## src/hw/gb_cfg.svh

```systemverilog
//**********************************************************
// GB core configuration
// Reset values of PC and the register file, plus the width
// of the T-state counter used by the sequencer.
//**********************************************************

`ifndef GB_CFG_SVH
`define GB_CFG_SVH

`define GB_RESET_PC 16'h0000

// register state seen right after the boot rom hands over
`define GB_RESET_A 8'h11
`define GB_RESET_F 8'h80
`define GB_RESET_B 8'h00
`define GB_RESET_C 8'h00
`define GB_RESET_D 8'hFF
`define GB_RESET_E 8'h56
`define GB_RESET_H 8'h00
`define GB_RESET_L 8'h0D

`define GB_TCYCLE_W 5 // longest instruction is 16 clocks

`endif

```

## src/hw/gb_pkg.sv

```systemverilog
//**********************************************************
// GB core types
// Vector types and enums shared by the CPU blocks.
//**********************************************************

`default_nettype none

`include "gb_cfg.svh"

package gb_pkg;

	typedef logic [7:0] byte_t;
	typedef logic [15:0] addr_t;
	typedef logic [2:0] reg_sel_t; // opcode register field
	typedef logic [3:0] flags_t; // z n h c
	typedef logic [`GB_TCYCLE_W-1:0] tcycle_t;

	// register codes as they appear in opcode bits
	localparam reg_sel_t SEL_B = 3'd0;
	localparam reg_sel_t SEL_C = 3'd1;
	localparam reg_sel_t SEL_D = 3'd2;
	localparam reg_sel_t SEL_E = 3'd3;
	localparam reg_sel_t SEL_H = 3'd4;
	localparam reg_sel_t SEL_L = 3'd5;
	localparam reg_sel_t SEL_HL = 3'd6; // memory slot, no register behind it
	localparam reg_sel_t SEL_A = 3'd7;

	typedef enum logic [3:0] {
		ADD, ADC, SUB, SBC, AND, XOR, OR, SCF, CCF, CPL, PASS
	} alu_op_t;

	typedef enum logic [3:0] {
		NOP, LD_R_D8, LD_R_R, LD_R_HL, LD_HL_R, LD_HL_D8, INC_DEC,
		ALU_R, ALU_D8, FLAG_OP, JP, JR, HALT
	} instr_class_t;

	typedef enum logic {RUN, HALTED} cpu_state_t;

endpackage

`default_nettype wire

```

## src/hw/gb_alu.sv

```systemverilog
//**********************************************************
// GB ALU
// 8-bit add, subtract, logic and flag operations with the
// Z N H C flag rules of the Game Boy CPU.
//**********************************************************

`default_nettype none
`timescale 1ns/10ps

module gb_alu import gb_pkg::*; (
	input byte_t a,
	input byte_t b,
	input alu_op_t op,
	input logic c_in,
	output byte_t result,
	output flags_t flags_out
);

	logic cin;
	logic [4:0] half;
	logic [8:0] full;
	logic n;
	logic h;
	logic cy;

	assign cin = ((op == ADC) || (op == SBC)) ? c_in : 1'b0; // carry only for adc/sbc

	always_comb begin
		half = '0;
		full = '0;
		result = b;
		n = 1'b0;
		h = 1'b0;
		cy = c_in;
		case (op)
			ADD, ADC: begin
				half = {1'b0, a[3:0]} + {1'b0, b[3:0]} + {4'b0, cin};
				full = {1'b0, a} + {1'b0, b} + {8'b0, cin};
				result = full[7:0];
				h = half[4]; // carry out of bit 3
				cy = full[8];
			end
			SUB, SBC: begin
				half = {1'b0, a[3:0]} - {1'b0, b[3:0]} - {4'b0, cin};
				full = {1'b0, a} - {1'b0, b} - {8'b0, cin};
				result = full[7:0];
				n = 1'b1;
				h = half[4]; // borrow from bit 4
				cy = full[8];
			end
			AND: begin
				result = a & b;
				h = 1'b1;
				cy = 1'b0;
			end
			XOR: begin
				result = a ^ b;
				cy = 1'b0;
			end
			OR: begin
				result = a | b;
				cy = 1'b0;
			end
			SCF: begin
				result = a;
				cy = 1'b1;
			end
			CCF: begin
				result = a;
				cy = ~c_in;
			end
			CPL: begin
				result = ~a;
				n = 1'b1;
				h = 1'b1;
			end
			default: result = b; // pass, used by the loads
		endcase
	end

	// z is meaningless for the flag ops, the sequencer keeps the old one
	assign flags_out = {result == 8'h00, n, h, cy};

endmodule

`default_nettype wire

```

## src/hw/gb_regfile.sv

```systemverilog
//**********************************************************
// GB register file
// A B C D E H L and the flag nibble of F, one write port,
// one selectable read port plus direct A, H, L and flags.
//**********************************************************

`default_nettype none
`timescale 1ns/10ps

`include "gb_cfg.svh"

module gb_regfile import gb_pkg::*; (
	input logic clock,
	input logic rst,
	input reg_sel_t wr_sel,
	input byte_t wr_data,
	input logic wr_en,
	input logic flags_wr_en,
	input flags_t flags_wr_data,
	input reg_sel_t rd_sel,
	output byte_t rd_data,
	output byte_t a,
	output byte_t h,
	output byte_t l,
	output flags_t flags
);

	localparam byte_t RESET_F = `GB_RESET_F;

	byte_t b;
	byte_t c;
	byte_t d;
	byte_t e;

	always_ff @(posedge clock) begin
		if (rst) begin
			a <= `GB_RESET_A;
			b <= `GB_RESET_B;
			c <= `GB_RESET_C;
			d <= `GB_RESET_D;
			e <= `GB_RESET_E;
			h <= `GB_RESET_H;
			l <= `GB_RESET_L;
			flags <= RESET_F[7:4]; // low nibble of F is always zero
		end else begin
			if (wr_en) begin
				case (wr_sel)
					SEL_B: b <= wr_data;
					SEL_C: c <= wr_data;
					SEL_D: d <= wr_data;
					SEL_E: e <= wr_data;
					SEL_H: h <= wr_data;
					SEL_L: l <= wr_data;
					SEL_A: a <= wr_data;
					default: ; // (hl) slot, dropped
				endcase
			end
			if (flags_wr_en)
				flags <= flags_wr_data;
		end
	end

	always_comb begin
		case (rd_sel)
			SEL_B: rd_data = b;
			SEL_C: rd_data = c;
			SEL_D: rd_data = d;
			SEL_E: rd_data = e;
			SEL_H: rd_data = h;
			SEL_L: rd_data = l;
			SEL_A: rd_data = a;
			default: rd_data = 8'hFF; // (hl) reads float high
		endcase
	end

endmodule

`default_nettype wire

```

## src/hw/gb_decode.sv

```systemverilog
//**********************************************************
// GB opcode decoder
// Maps an opcode to its instruction class, register fields,
// ALU operation, branch condition and length in T-states.
// Anything outside the supported groups decodes as nop.
//**********************************************************

`default_nettype none
`timescale 1ns/10ps

module gb_decode import gb_pkg::*; (
	input byte_t opcode,
	output instr_class_t iclass,
	output reg_sel_t dst_sel,
	output reg_sel_t src_sel,
	output alu_op_t alu_op,
	output logic [1:0] cond,
	output tcycle_t length
);

	alu_op_t grp_op;

	// ALU group op from bits 5:3, cp runs as sub
	always_comb begin
		case (opcode[5:3])
			3'd0: grp_op = ADD;
			3'd1: grp_op = ADC;
			3'd2: grp_op = SUB;
			3'd3: grp_op = SBC;
			3'd4: grp_op = AND;
			3'd5: grp_op = XOR;
			3'd6: grp_op = OR;
			default: grp_op = SUB;
		endcase
	end

	always_comb begin
		iclass = NOP;
		dst_sel = opcode[5:3];
		src_sel = opcode[2:0];
		alu_op = PASS;
		cond = opcode[4:3]; // nz z nc c
		length = tcycle_t'(4);
		casez (opcode)
			8'h76: iclass = HALT;
			8'h18, 8'h20, 8'h28, 8'h30, 8'h38: begin
				iclass = JR;
				length = tcycle_t'(8); // not-taken length
			end
			8'hC2, 8'hC3, 8'hCA, 8'hD2, 8'hDA: begin
				iclass = JP;
				length = tcycle_t'(12);
			end
			8'h2F, 8'h37, 8'h3F: begin
				iclass = FLAG_OP;
				dst_sel = SEL_A;
				alu_op = (opcode[4] == 1'b0) ? CPL : (opcode[3] ? CCF : SCF);
			end
			8'h36: begin
				iclass = LD_HL_D8;
				length = tcycle_t'(12);
			end
			8'b00??_?110: begin
				iclass = LD_R_D8;
				length = tcycle_t'(8);
			end
			8'b00??_?10?: begin
				if (opcode[5:3] != SEL_HL) begin // inc/dec (hl) is dropped
					iclass = INC_DEC;
					src_sel = opcode[5:3];
					alu_op = opcode[0] ? SUB : ADD;
				end
			end
			8'b01??_????: begin
				if (opcode[2:0] == SEL_HL) begin
					iclass = LD_R_HL;
					length = tcycle_t'(8);
				end else if (opcode[5:3] == SEL_HL) begin
					iclass = LD_HL_R;
					length = tcycle_t'(8);
				end else begin
					iclass = LD_R_R;
				end
			end
			8'b10??_????: begin
				if (opcode[2:0] != SEL_HL) begin
					iclass = ALU_R;
					dst_sel = (opcode[5:3] == 3'd7) ? SEL_HL : SEL_A; // cp result is thrown away
					alu_op = grp_op;
				end
			end
			8'b11??_?110: begin
				iclass = ALU_D8;
				dst_sel = (opcode[5:3] == 3'd7) ? SEL_HL : SEL_A;
				alu_op = grp_op;
				length = tcycle_t'(8);
			end
			default: ;
		endcase
	end

endmodule

`default_nettype wire

```

## src/hw/gb_control.sv

```systemverilog
//**********************************************************
// GB sequencer
// Counts the T-states of each instruction, drives the bus
// strobes, PC and register writes, resolves branches and
// overlaps the next opcode fetch with the current one.
//**********************************************************

`default_nettype none
`timescale 1ns/10ps

`include "gb_cfg.svh"

module gb_control import gb_pkg::*; (
	input logic clock,
	input logic rst,
	input byte_t data_in,
	output addr_t addr,
	output byte_t data_out,
	output logic we,
	output logic re,
	output addr_t pc,
	output logic halted,
	output byte_t opcode,
	input instr_class_t iclass,
	input reg_sel_t dst_sel,
	input reg_sel_t src_sel,
	input alu_op_t alu_op,
	input logic [1:0] cond,
	input tcycle_t length,
	output reg_sel_t reg_rd_sel,
	input byte_t reg_rd_data,
	input byte_t reg_a,
	input byte_t reg_h,
	input byte_t reg_l,
	input flags_t flags,
	output reg_sel_t reg_wr_sel,
	output byte_t reg_wr_data,
	output logic reg_wr_en,
	output logic flags_wr_en,
	output flags_t flags_wr_data,
	output byte_t alu_a,
	output byte_t alu_b,
	output alu_op_t alu_op_out,
	input byte_t alu_result,
	input flags_t alu_flags
);

	cpu_state_t state;
	tcycle_t tcnt; // zero in the first clock of an instruction
	tcycle_t left;
	logic run;
	logic uncond;
	logic cond_met;
	logic taken;
	logic imm_rd;
	logic hl_rd;
	logic hl_wr;
	logic lo_now;
	logic tgt_now;
	logic wr_now;
	logic flg_now;
	logic jump;
	byte_t addr_latch;
	addr_t jmp_target;
	addr_t fetch_addr;

	assign run = (state == RUN);
	assign halted = (state == HALTED);

	// c3 and 18 are the unconditional forms
	assign uncond = (iclass == JP) ? opcode[0] : ~opcode[5];
	assign cond_met = cond[1] ? (flags[0] == cond[0]) : (flags[3] == cond[0]);
	assign taken = ((iclass == JP) || (iclass == JR)) && (uncond || cond_met);

	// taken branches run one machine cycle longer
	assign left = (tcnt == '0) ? tcycle_t'(length + (taken ? tcycle_t'(4) : tcycle_t'(0))) : tcnt;
	assign fetch_addr = jump ? jmp_target : pc;

	// per-class actions, keyed on the T-states left
	always_comb begin
		imm_rd = 1'b0;
		hl_rd = 1'b0;
		hl_wr = 1'b0;
		lo_now = 1'b0;
		tgt_now = 1'b0;
		wr_now = 1'b0;
		flg_now = 1'b0;
		if (run) begin
			case (iclass)
				LD_R_R: wr_now = (left == 4);
				INC_DEC, ALU_R, FLAG_OP: begin
					wr_now = (left == 4);
					flg_now = (left == 4);
				end
				LD_R_D8: begin
					imm_rd = (left == 8);
					wr_now = (left == 6);
				end
				LD_R_HL: begin
					hl_rd = (left == 8);
					wr_now = (left == 6);
				end
				ALU_D8: begin
					imm_rd = (left == 8);
					wr_now = (left == 6);
					flg_now = (left == 6);
				end
				LD_HL_R: hl_wr = (left == 8);
				LD_HL_D8: begin
					imm_rd = (left == 12);
					hl_wr = (left == 10); // immediate arrives here
				end
				JR: begin
					imm_rd = (left == 8);
					tgt_now = (left == 6);
				end
				JP: begin
					imm_rd = (left == 12) || (left == 10); // low then high byte
					lo_now = (left == 10);
					tgt_now = (left == 8);
				end
				default: ;
			endcase
		end
	end

	always_ff @(posedge clock) begin
		if (rst) begin
			state <= RUN;
			pc <= `GB_RESET_PC;
			addr <= `GB_RESET_PC;
			tcnt <= '0;
			opcode <= 8'h00; // start with a nop whose fetch reads address 0
			re <= 1'b0;
			we <= 1'b0;
			jump <= 1'b0;
		end else begin
			re <= 1'b0;
			we <= 1'b0;
			if (run) begin
				tcnt <= left - 1'b1;
				if (imm_rd) begin
					addr <= pc;
					pc <= pc + 1'b1;
					re <= 1'b1;
				end
				if (hl_rd) begin
					addr <= {reg_h, reg_l};
					re <= 1'b1;
				end
				if (hl_wr) begin
					addr <= {reg_h, reg_l};
					we <= 1'b1;
				end
				if (tgt_now)
					jump <= taken;
				if (left == 3) begin // next opcode fetch
					addr <= fetch_addr;
					pc <= fetch_addr + 1'b1;
					re <= 1'b1;
				end
				if (left == 1) begin
					opcode <= data_in;
					jump <= 1'b0;
				end
				if ((iclass == HALT) && (left == 4))
					state <= HALTED; // stays until reset
			end
		end
	end

	always_ff @(posedge clock) begin
		if (hl_wr)
			data_out <= (iclass == LD_HL_D8) ? data_in : reg_rd_data;
		if (lo_now)
			addr_latch <= data_in;
		if (tgt_now) begin
			if (iclass == JP)
				jmp_target <= {data_in, addr_latch};
			else
				jmp_target <= pc + {{8{data_in[7]}}, data_in}; // pc already past offset
		end
	end

	assign reg_rd_sel = src_sel;
	assign reg_wr_sel = dst_sel;
	assign reg_wr_data = alu_result; // loads pass through the ALU
	assign reg_wr_en = wr_now;
	assign flags_wr_en = flg_now;
	assign alu_op_out = alu_op;
	assign alu_a = (iclass == INC_DEC) ? reg_rd_data : reg_a;

	always_comb begin
		case (iclass)
			INC_DEC: alu_b = 8'h01;
			ALU_R, LD_R_R: alu_b = reg_rd_data;
			default: alu_b = data_in;
		endcase
	end

	always_comb begin
		case (iclass)
			INC_DEC: flags_wr_data = {alu_flags[3:1], flags[0]}; // inc/dec keep c
			FLAG_OP: flags_wr_data = {flags[3], alu_flags[2:0]}; // z untouched
			default: flags_wr_data = alu_flags;
		endcase
	end

	a_bus_excl: assert property (@(posedge clock) disable iff (rst) !(we && re));
	a_tcnt_max: assert property (@(posedge clock) disable iff (rst) tcnt <= 16);

endmodule

`default_nettype wire

```

## src/hw/gb_cpu.sv

```systemverilog
//**********************************************************
// GB CPU top
// Ties sequencer, decoder, register file and ALU together
// behind the byte-wide strobe bus.
//**********************************************************

`default_nettype none
`timescale 1ns/10ps

module gb_cpu import gb_pkg::*; (
	input logic clock,
	input logic rst,
	input byte_t data_in,
	output addr_t addr,
	output byte_t data_out,
	output logic we,
	output logic re,
	output addr_t pc,
	output logic halted
);

	byte_t opcode;
	instr_class_t iclass;
	reg_sel_t dst_sel;
	reg_sel_t src_sel;
	alu_op_t alu_op;
	logic [1:0] cond;
	tcycle_t length;
	reg_sel_t reg_rd_sel;
	byte_t reg_rd_data;
	byte_t reg_a;
	byte_t reg_h;
	byte_t reg_l;
	flags_t flags;
	reg_sel_t reg_wr_sel;
	byte_t reg_wr_data;
	logic reg_wr_en;
	logic flags_wr_en;
	flags_t flags_wr_data;
	byte_t alu_a;
	byte_t alu_b;
	alu_op_t alu_op_out;
	byte_t alu_result;
	flags_t alu_flags;

	gb_control u_control (
		.clock(clock), .rst(rst), .data_in(data_in), .addr(addr),
		.data_out(data_out), .we(we), .re(re), .pc(pc), .halted(halted),
		.opcode(opcode), .iclass(iclass), .dst_sel(dst_sel), .src_sel(src_sel),
		.alu_op(alu_op), .cond(cond), .length(length),
		.reg_rd_sel(reg_rd_sel), .reg_rd_data(reg_rd_data),
		.reg_a(reg_a), .reg_h(reg_h), .reg_l(reg_l), .flags(flags),
		.reg_wr_sel(reg_wr_sel), .reg_wr_data(reg_wr_data), .reg_wr_en(reg_wr_en),
		.flags_wr_en(flags_wr_en), .flags_wr_data(flags_wr_data),
		.alu_a(alu_a), .alu_b(alu_b), .alu_op_out(alu_op_out),
		.alu_result(alu_result), .alu_flags(alu_flags)
	);

	gb_decode u_decode (
		.opcode(opcode), .iclass(iclass), .dst_sel(dst_sel), .src_sel(src_sel),
		.alu_op(alu_op), .cond(cond), .length(length)
	);

	gb_regfile u_regfile (
		.clock(clock), .rst(rst), .wr_sel(reg_wr_sel), .wr_data(reg_wr_data),
		.wr_en(reg_wr_en), .flags_wr_en(flags_wr_en), .flags_wr_data(flags_wr_data),
		.rd_sel(reg_rd_sel), .rd_data(reg_rd_data),
		.a(reg_a), .h(reg_h), .l(reg_l), .flags(flags)
	);

	gb_alu u_alu (
		.a(alu_a), .b(alu_b), .op(alu_op_out), .c_in(flags[0]),
		.result(alu_result), .flags_out(alu_flags)
	);

endmodule

`default_nettype wire

```

## config.mk

```make
export PLATFORM = sky130hd
export DESIGN_NAME = gb_cpu
export DESIGN_NICKNAME = d
export VERILOG_FILES = /design/src/hw/gb_pkg.sv /design/src/hw/gb_alu.sv /design/src/hw/gb_regfile.sv /design/src/hw/gb_decode.sv /design/src/hw/gb_control.sv /design/src/hw/gb_cpu.sv
export VERILOG_INCLUDE_DIRS = /design/src /design/src/hw
export SDC_FILE = /design/constraint.sdc
export NUM_CORES = 1
export LEC_CHECK = 0
export BUFFER_PORTS_ARGS = -buffer_cell sky130_fd_sc_hd__buf_4
export CORE_MARGIN = 1
export CORE_UTILIZATION = 57
export CTS_BUF_LIST = sky130_fd_sc_hd__clkbuf_4
export CTS_CLUSTER_DIAMETER = 40
export DETAILED_ROUTE_END_ITERATION = 7
export HOLD_SLACK_MARGIN = 0.03
export PLACE_DENSITY = 0.85
export SLEW_MARGIN = 10
export SYNTH_ARGS = -nofsm -noshare
export SYNTH_HDL_FRONTEND = slang
export SYNTH_SLANG_ARGS = --single-unit
```

## constraint.sdc

```tcl
create_clock -name clock -period 5.9 [get_ports clock]
set_clock_uncertainty 0.05 [all_clocks]
set_input_delay 0.59 -clock clock [delete_from_list [all_inputs] [get_ports clock]]
set_output_delay 0.59 -clock clock [all_outputs]
set_load 0.02 [all_outputs]
```

Word level (Yosys, flattened, before mapping)
Cells that the tools add are included. Widths: inputs -> output; s select.

Bits of input ports: 10. Output and inout bits: 43. Word-level logic and storage cells: 230. Flip-flop bits (word level): 139.

Bitwise operators: 9. Multiplexer cells: 69. Reductions and logical operators: 48. Equality and inequality tests: 71. Add/sub/neg operators: 13.

Operators with widths (count): $mux 16 (8); $pmux 8 s7 (2); $eq 8x6->1 const B (8); $eq 8x8->1 const B (5); $pmux 4 s5 (2); $eq 3x3->1 const B (11); $add 16x1->16 const B (2); $eq 4x3->1 const B (8); $eq 4x4->1 const B (7); $reduce_and 2->1 (13); $mux 3 (8); $mux 4 (6); $mux 1 (22); $eq 4x2->1 const B (5); $pmux 3 s6 (1); $reduce_or 3->1 (6); $add 16x16->16 (1); $mux 8 (2); $pmux 4 s2 (2); $pmux 8 s2 (1); $eq 3x2->1 const B (5); $eq 5x3->1 const B (3); $eq 5x4->1 const B (3); $pmux 5 s3 (1); other kinds (48) (78).

Longest topological paths before layout
Depth after elaboration: 20. Gate-level depth with buffers: 25. Gate-level depth less buffers: 22.

Cells and area by module
From an unflattened synthesis, not the netlist that was laid out.

Cell total of the unflattened synthesis: 1337. Area, all modules: 11190.7 µm².

Modules (own cells, without submodules): gb_control (cells an instance 666, times used 1, sequential area each 1941.9 µm², area an instance 5969.5 µm²); gb_regfile (cells an instance 324, times used 1, sequential area each 1201.2 µm², area an instance 2831.5 µm²); gb_alu (cells an instance 254, times used 1, sequential area each 0.0 µm², area an instance 1806.7 µm²); gb_decode (cells an instance 93, times used 1, sequential area each 0.0 µm², area an instance 583.1 µm²).

Least setup slack after synthesis
Ideal clock, no wire load.

Path type: register -> register. Start: register u_control.opcode[1]. End: register u_regfile.flags[3]. Stages on the path, launching flop included: 23. Path buffers: 2. Data required time: 5.765 ns. Setup time: 0.085 ns. Data arrival time: 5.938 ns. Clock period less this slack: 6.073 ns. Slack: -0.173 ns. Cell sequence: dfxtp_1 > buf_4 > o41ai_1 > clkbuf_1 > mux2i_1 > o22ai_1 > a311oi_1 > nand3_1 > o21ai_0 > inv_1 > fa_1 > inv_1 > fa_1 > inv_1 > a21o_1 > a21oi_1 > o21ai_0 > xor2_1 > a21oi_1 > o221ai_1 > or4_1 > or4_4 > o31ai_2.

Longest elaborated chain between the ends: 15. Elaborated cells between the ends (all ways): 99. Those cells by class: add/sub: 5; eq/ne: 44; mux: 24; bitwise: 5; reduce/logical: 21.

Ends and longest elaborated chain: start, declared (RTL line gb_control.sv:23) `output byte_t opcode,`; start signal, assigned (RTL line gb_control.sv:163) `opcode <= data_in;`; branches (longest 15 deep; another with $sub 8x8->9); end signal, assigned (RTL line gb_regfile.sv:44) `flags <= RESET_F[7:4];`; end signal, assigned (RTL line gb_regfile.sv:59) `flags <= flags_wr_data;`; end, declared (RTL line gb_regfile.sv:25) `output flags_t flags`.

Several ways; the timed one is not identified. The select of a mux whose other input is x is not followed. A chain may end at the register's enable or synchronous reset.

Final worst setup path
Start: register u_control.opcode[7]. End: register u_regfile.flags[3].

Longest elaborated chain between the ends: 14. Elaborated cells between the ends (all ways): 94. Those cells by class: add/sub: 5; eq/ne: 44; mux: 19; bitwise: 5; reduce/logical: 21.

Ends and longest elaborated chain: branches (longest 14 deep; another with $sub 8x8->9).

Several ways; the timed one is not identified. The select of a mux whose other input is x is not followed.

==> results.md <==
- Outcome: complete, but fails checks
- Failing checks: design-rule violations
- RSZ-0062 raised after global routing: false
- Detailed Route WL: 30770 um
- Cells after Synth: between 1000 and 1500
- Final period util: 0.9491
- CTS tree: done
- Hold worst-path end: u_control.addr_latch[0]$_DFFE_PP_
- Worst-Margin Slew: 1.147 ns
- Crit path launch type: flop
- Combinational fraction of design power: 0.434
- Top cells by count, synth: 171 x nor2_1, 107 x dfxtp_1, 105 x nand2_1, 75 x mux2i_1, 68 x a21oi_1
- Ys flop type: dfxtp_1
- Die footprint: 0.01786 sq mm
- Port buffer count: 52
- FP Rows: between 40 and 50
- Achievable Freq: 178.6 MHz
- DRC: 6
- # clock sinks: 139
- WP data arrival: 6.08 ns
- Max IR drop VDD: about 220 uV
- Ys Warns: 0
- Seq/Total Area, Yosys: 0.3141
- GRT overflow: 0
- R2R depth: 20
- H-tree levels: 4
- Synthesized area: 0.009879 sq mm
- Post-synth EDFFs: 32
- Max Cap Viol: 0
- NetSw: 1.252 mW
- Initial DRC Count: 1014
- Delay-heaviest family, CP: simple AND/OR/NAND/NOR gates
- Synth cell types: 85
- Hpwl dp: 22520 um
- Starting density of the core: 0.5895
- Setup TNS: 0 ns
- Worst R2R Setup Slack: roughly 0.30 ns
- Final min period: 5.600 ns
- Final Net Count: between 1000 and 1500
- Clk_lat worst skew: between 0.5 and 0.6 ns
- Area growth syn-to-layout: 10.36%
- Crit. Startpoint: u_control.opcode[7]$_SDFFE_PP0P_
- Largest registers: u_control.addr: 16 flops, u_control.jmp_target: 16 flops, u_control.pc: 16 flops
- Pins Over Slew Limit: 0
- CP Class: reg2reg
- Total chip power: between 2 and 3 mW
- Mean post-synth cell area: 8.118 sq um
- Final core utilization: 0.6505
- CTS root buf: clkbuf_4
- Critical R2R Launch: u_control.opcode[7]$_SDFFE_PP0P_
- DR vias: 9758
- Final setup viols: 0
- Die X: 133.7 um
- Leak Pwr: around 4.4 nW
- Slowest cell delay on critical path: 0.56 ns
- Reg2reg end: u_regfile.flags[3]$_SDFFE_PP1P_
- Seq cells post-synth: 139
- Cell accounting for the most synthesized area: dfxtp_1
- Clock-pin slew on the worst setup and hold paths: 0.17 ns
- Max-slew headroom: 0.2356
- Clock power frac: 0.211
- Std-Cell Core Area: 0.01676 sq mm
- Ant diodes: 0
- Drt first pass iters: 8
- Post-synthesis async set-or-reset flop share: 0
- Most common cell in the netlist: nor2_1
- I/O pin total: 53
- Crit-path most repeated cell: o21ai_0
- WL per Instance: 20.58 um
- Min-Delay Path Depth: 1
- Antenna Nets Post-Route: 0
- Worst Path Buf+Inv: 2
- Layout cells sized above 1: 0.1271
- Fin. Hold Viols: 0
- CP Capture Type: flop
- Pin count of the biggest net entering global routing: 93
- Yosys top cell area share: 0.2168
- Main area contributors after synthesis: dfxtp_1 22%, edfxtp_1 9.7%, mux2i_1 7.6%
- Crit. path cell count: 20
- Final GP Congestion: 1.005
- Critical path, cell by cell: buf_4 > or4_4 > o21ai_0 > and2_0 > nand2_1 > nand3_1 > o21ai_0 > buf_4 > fa_1 > fa_1 > o21a_1 > nor2_1 > o21ai_0 > xnor2_1 > nor2_1 > a21oi_1 > o221ai_1 > or4_1 > or4_4 > o31ai_2
- Initial antenna violation count: 0
- Tightest Hold Check Type: in2reg
- Clock buffer count from CTS: 17
- Via-to-Cell Ratio: 6.527
- Clock Path Buffers: 2
- Worst Hold Launch: data_in[0]
- GRT Total Usage: 0.3440
- Slowest CP cell: or4_4
- Vias in the first global route: 9029
- Internal: 1.703 mW
- Syn_nets: 1283
- Worst Path Max Fanout: 20
- Reg power frac: 0.355
- Required time of the worst setup path: roughly 6.4 ns
- Switching share of power: 0.4236
- Die Span Y: 133.7 um
- PD cells: 271.0 mW/mm^2
- First-pass GRT wire length: 47930 um
## logic make-up after synthesis
kind of cell,count (synthesis),synth area share
simple gates,482,0.2397
compound gates,320,0.2206
buf+inv,116,0.04699
mux,82,0.08435
xor+xnor,22,0.01950
fa+ha+maj,56,0.07472
flops,139,0.3141
## layer usage
layer,up-vias,global-route usage,wire [um]
li1,4563,-,-
met1,4590,0.4398,12460
met2,514,0.5764,14680
met3,91,0.06088,2578
met4,0,0.1319,1048
met5,-,0,0
## metrics by stage
step / instance area, sq um / std cells / hold WS (ns) / worst slack [ns]
after floorplan: 9887 / 1217 / 0.3959 / 0.1036
after global placement: 10580 / 1461 / 0.4113 / 0.2114
after detailed placement: 10580 / 1461 / 0.4301 / 0.1670
after CTS: 10850 / 1493 / 0.2149 / 0.1383
after global routing: 10900 / 1495 / 0.2041 / 0.001227
final: 10900 / 1495 / 0.2431 / 0.3005
## area by class of cell
| cell class | count | area [sq um] |
|---|---|---|
| Clock buffer | 17 | 127.6 |
| Clock inverter | 15 | 138.9 |
| Sequential cell | 139 | 3109 |
| Timing Repair Buffer | 93 | 701.9 |
| Multi-Input combinational cell | 962 | 6366 |
| Tap cell | 220 | 275.3 |
| Fill cell | 1453 | 5857 |
| Inverter | 49 | 183.9 |
## worst max path at each step
stage / slack (ns) / end
after global placement: 0.21 / u_regfile.flags[3]$_SDFFE_PP1P_
after global routing: 0.001 / u_regfile.flags[3]$_SDFFE_PP1P_
after CTS: 0.14 / u_control.pc[14]$_SDFFE_PP0P_
final: 0.30 / u_regfile.flags[3]$_SDFFE_PP1P_
after detailed placement: 0.17 / u_regfile.flags[3]$_SDFFE_PP1P_
after floorplan: 0.10 / u_regfile.flags[3]$_SDFFE_PP1P_
## worst reg2reg max path, cell delays in order (launching register included)
cell and delay, ns:
dfxtp_1 0.40, buf_4 0.24, or4_4 0.57, o21ai_0 0.22, and2_0 0.39, nand2_1 0.10, nand3_1 0.16, o21ai_0 0.14
buf_4 0.18, fa_1 0.49, fa_1 0.44, o21a_1 0.20, nor2_1 0.16, o21ai_0 0.17, xnor2_1 0.16, nor2_1 0.06
a21oi_1 0.16, o221ai_1 0.16, or4_1 0.54, or4_4 0.42, o31ai_2 0.17
## cells in the final DEF (no fill, tap or decap), types with 10 or more instances in the layout
master / Yosys / final
inv_1: 49 / 49
xnor2_1: 12 / 12
o31ai_1: 12 / 11
o41ai_1: 11 / 10
nand3_1: 32 / 32
nor2b_1: 22 / 22
dfxtp_1: 107 / 104
edfxtp_1: 32 / 32
a31oi_1: 19 / 19
o21ai_0: 63 / 62
clkbuf_4: 0 / 17
and3_1: 16 / 16
o22ai_1: 23 / 23
a211o_1: 14 / 14
and2_1: 14 / 13
o21a_1: 13 / 13
xor2_1: 10 / 10
ha_1: 51 / 51
nand4_1: 10 / 10
a21oi_1: 68 / 68
nor2_1: 171 / 168
mux2i_1: 75 / 75
nand2b_1: 15 / 15
nor3_1: 23 / 23
nand3b_1: 19 / 19
buf_4: 4 / 92
nand2_1: 105 / 105
## repair_timing
item | in CTS | in global routing
setup endpoints to repair | 0 | 22
gates resized for setup | 0 | 13
hold buffers | 0 | 0
setup buffers | 0 | 2
## power by group through the flow
stage / Clock, mW / Combinational (mW) / Sequential [mW]
finish: 0.623 / 1.28 / 1.05
global route: 0.663 / 1.40 / 1.05
CTS: 0.624 / 1.24 / 1.05
detailed placement: 0 / 1.24 / 1.07
global placement: 0 / 1.22 / 1.07
floorplan: 0 / 0.893 / 1.05
No activity file was read; power rests on OpenSTA's default activity.
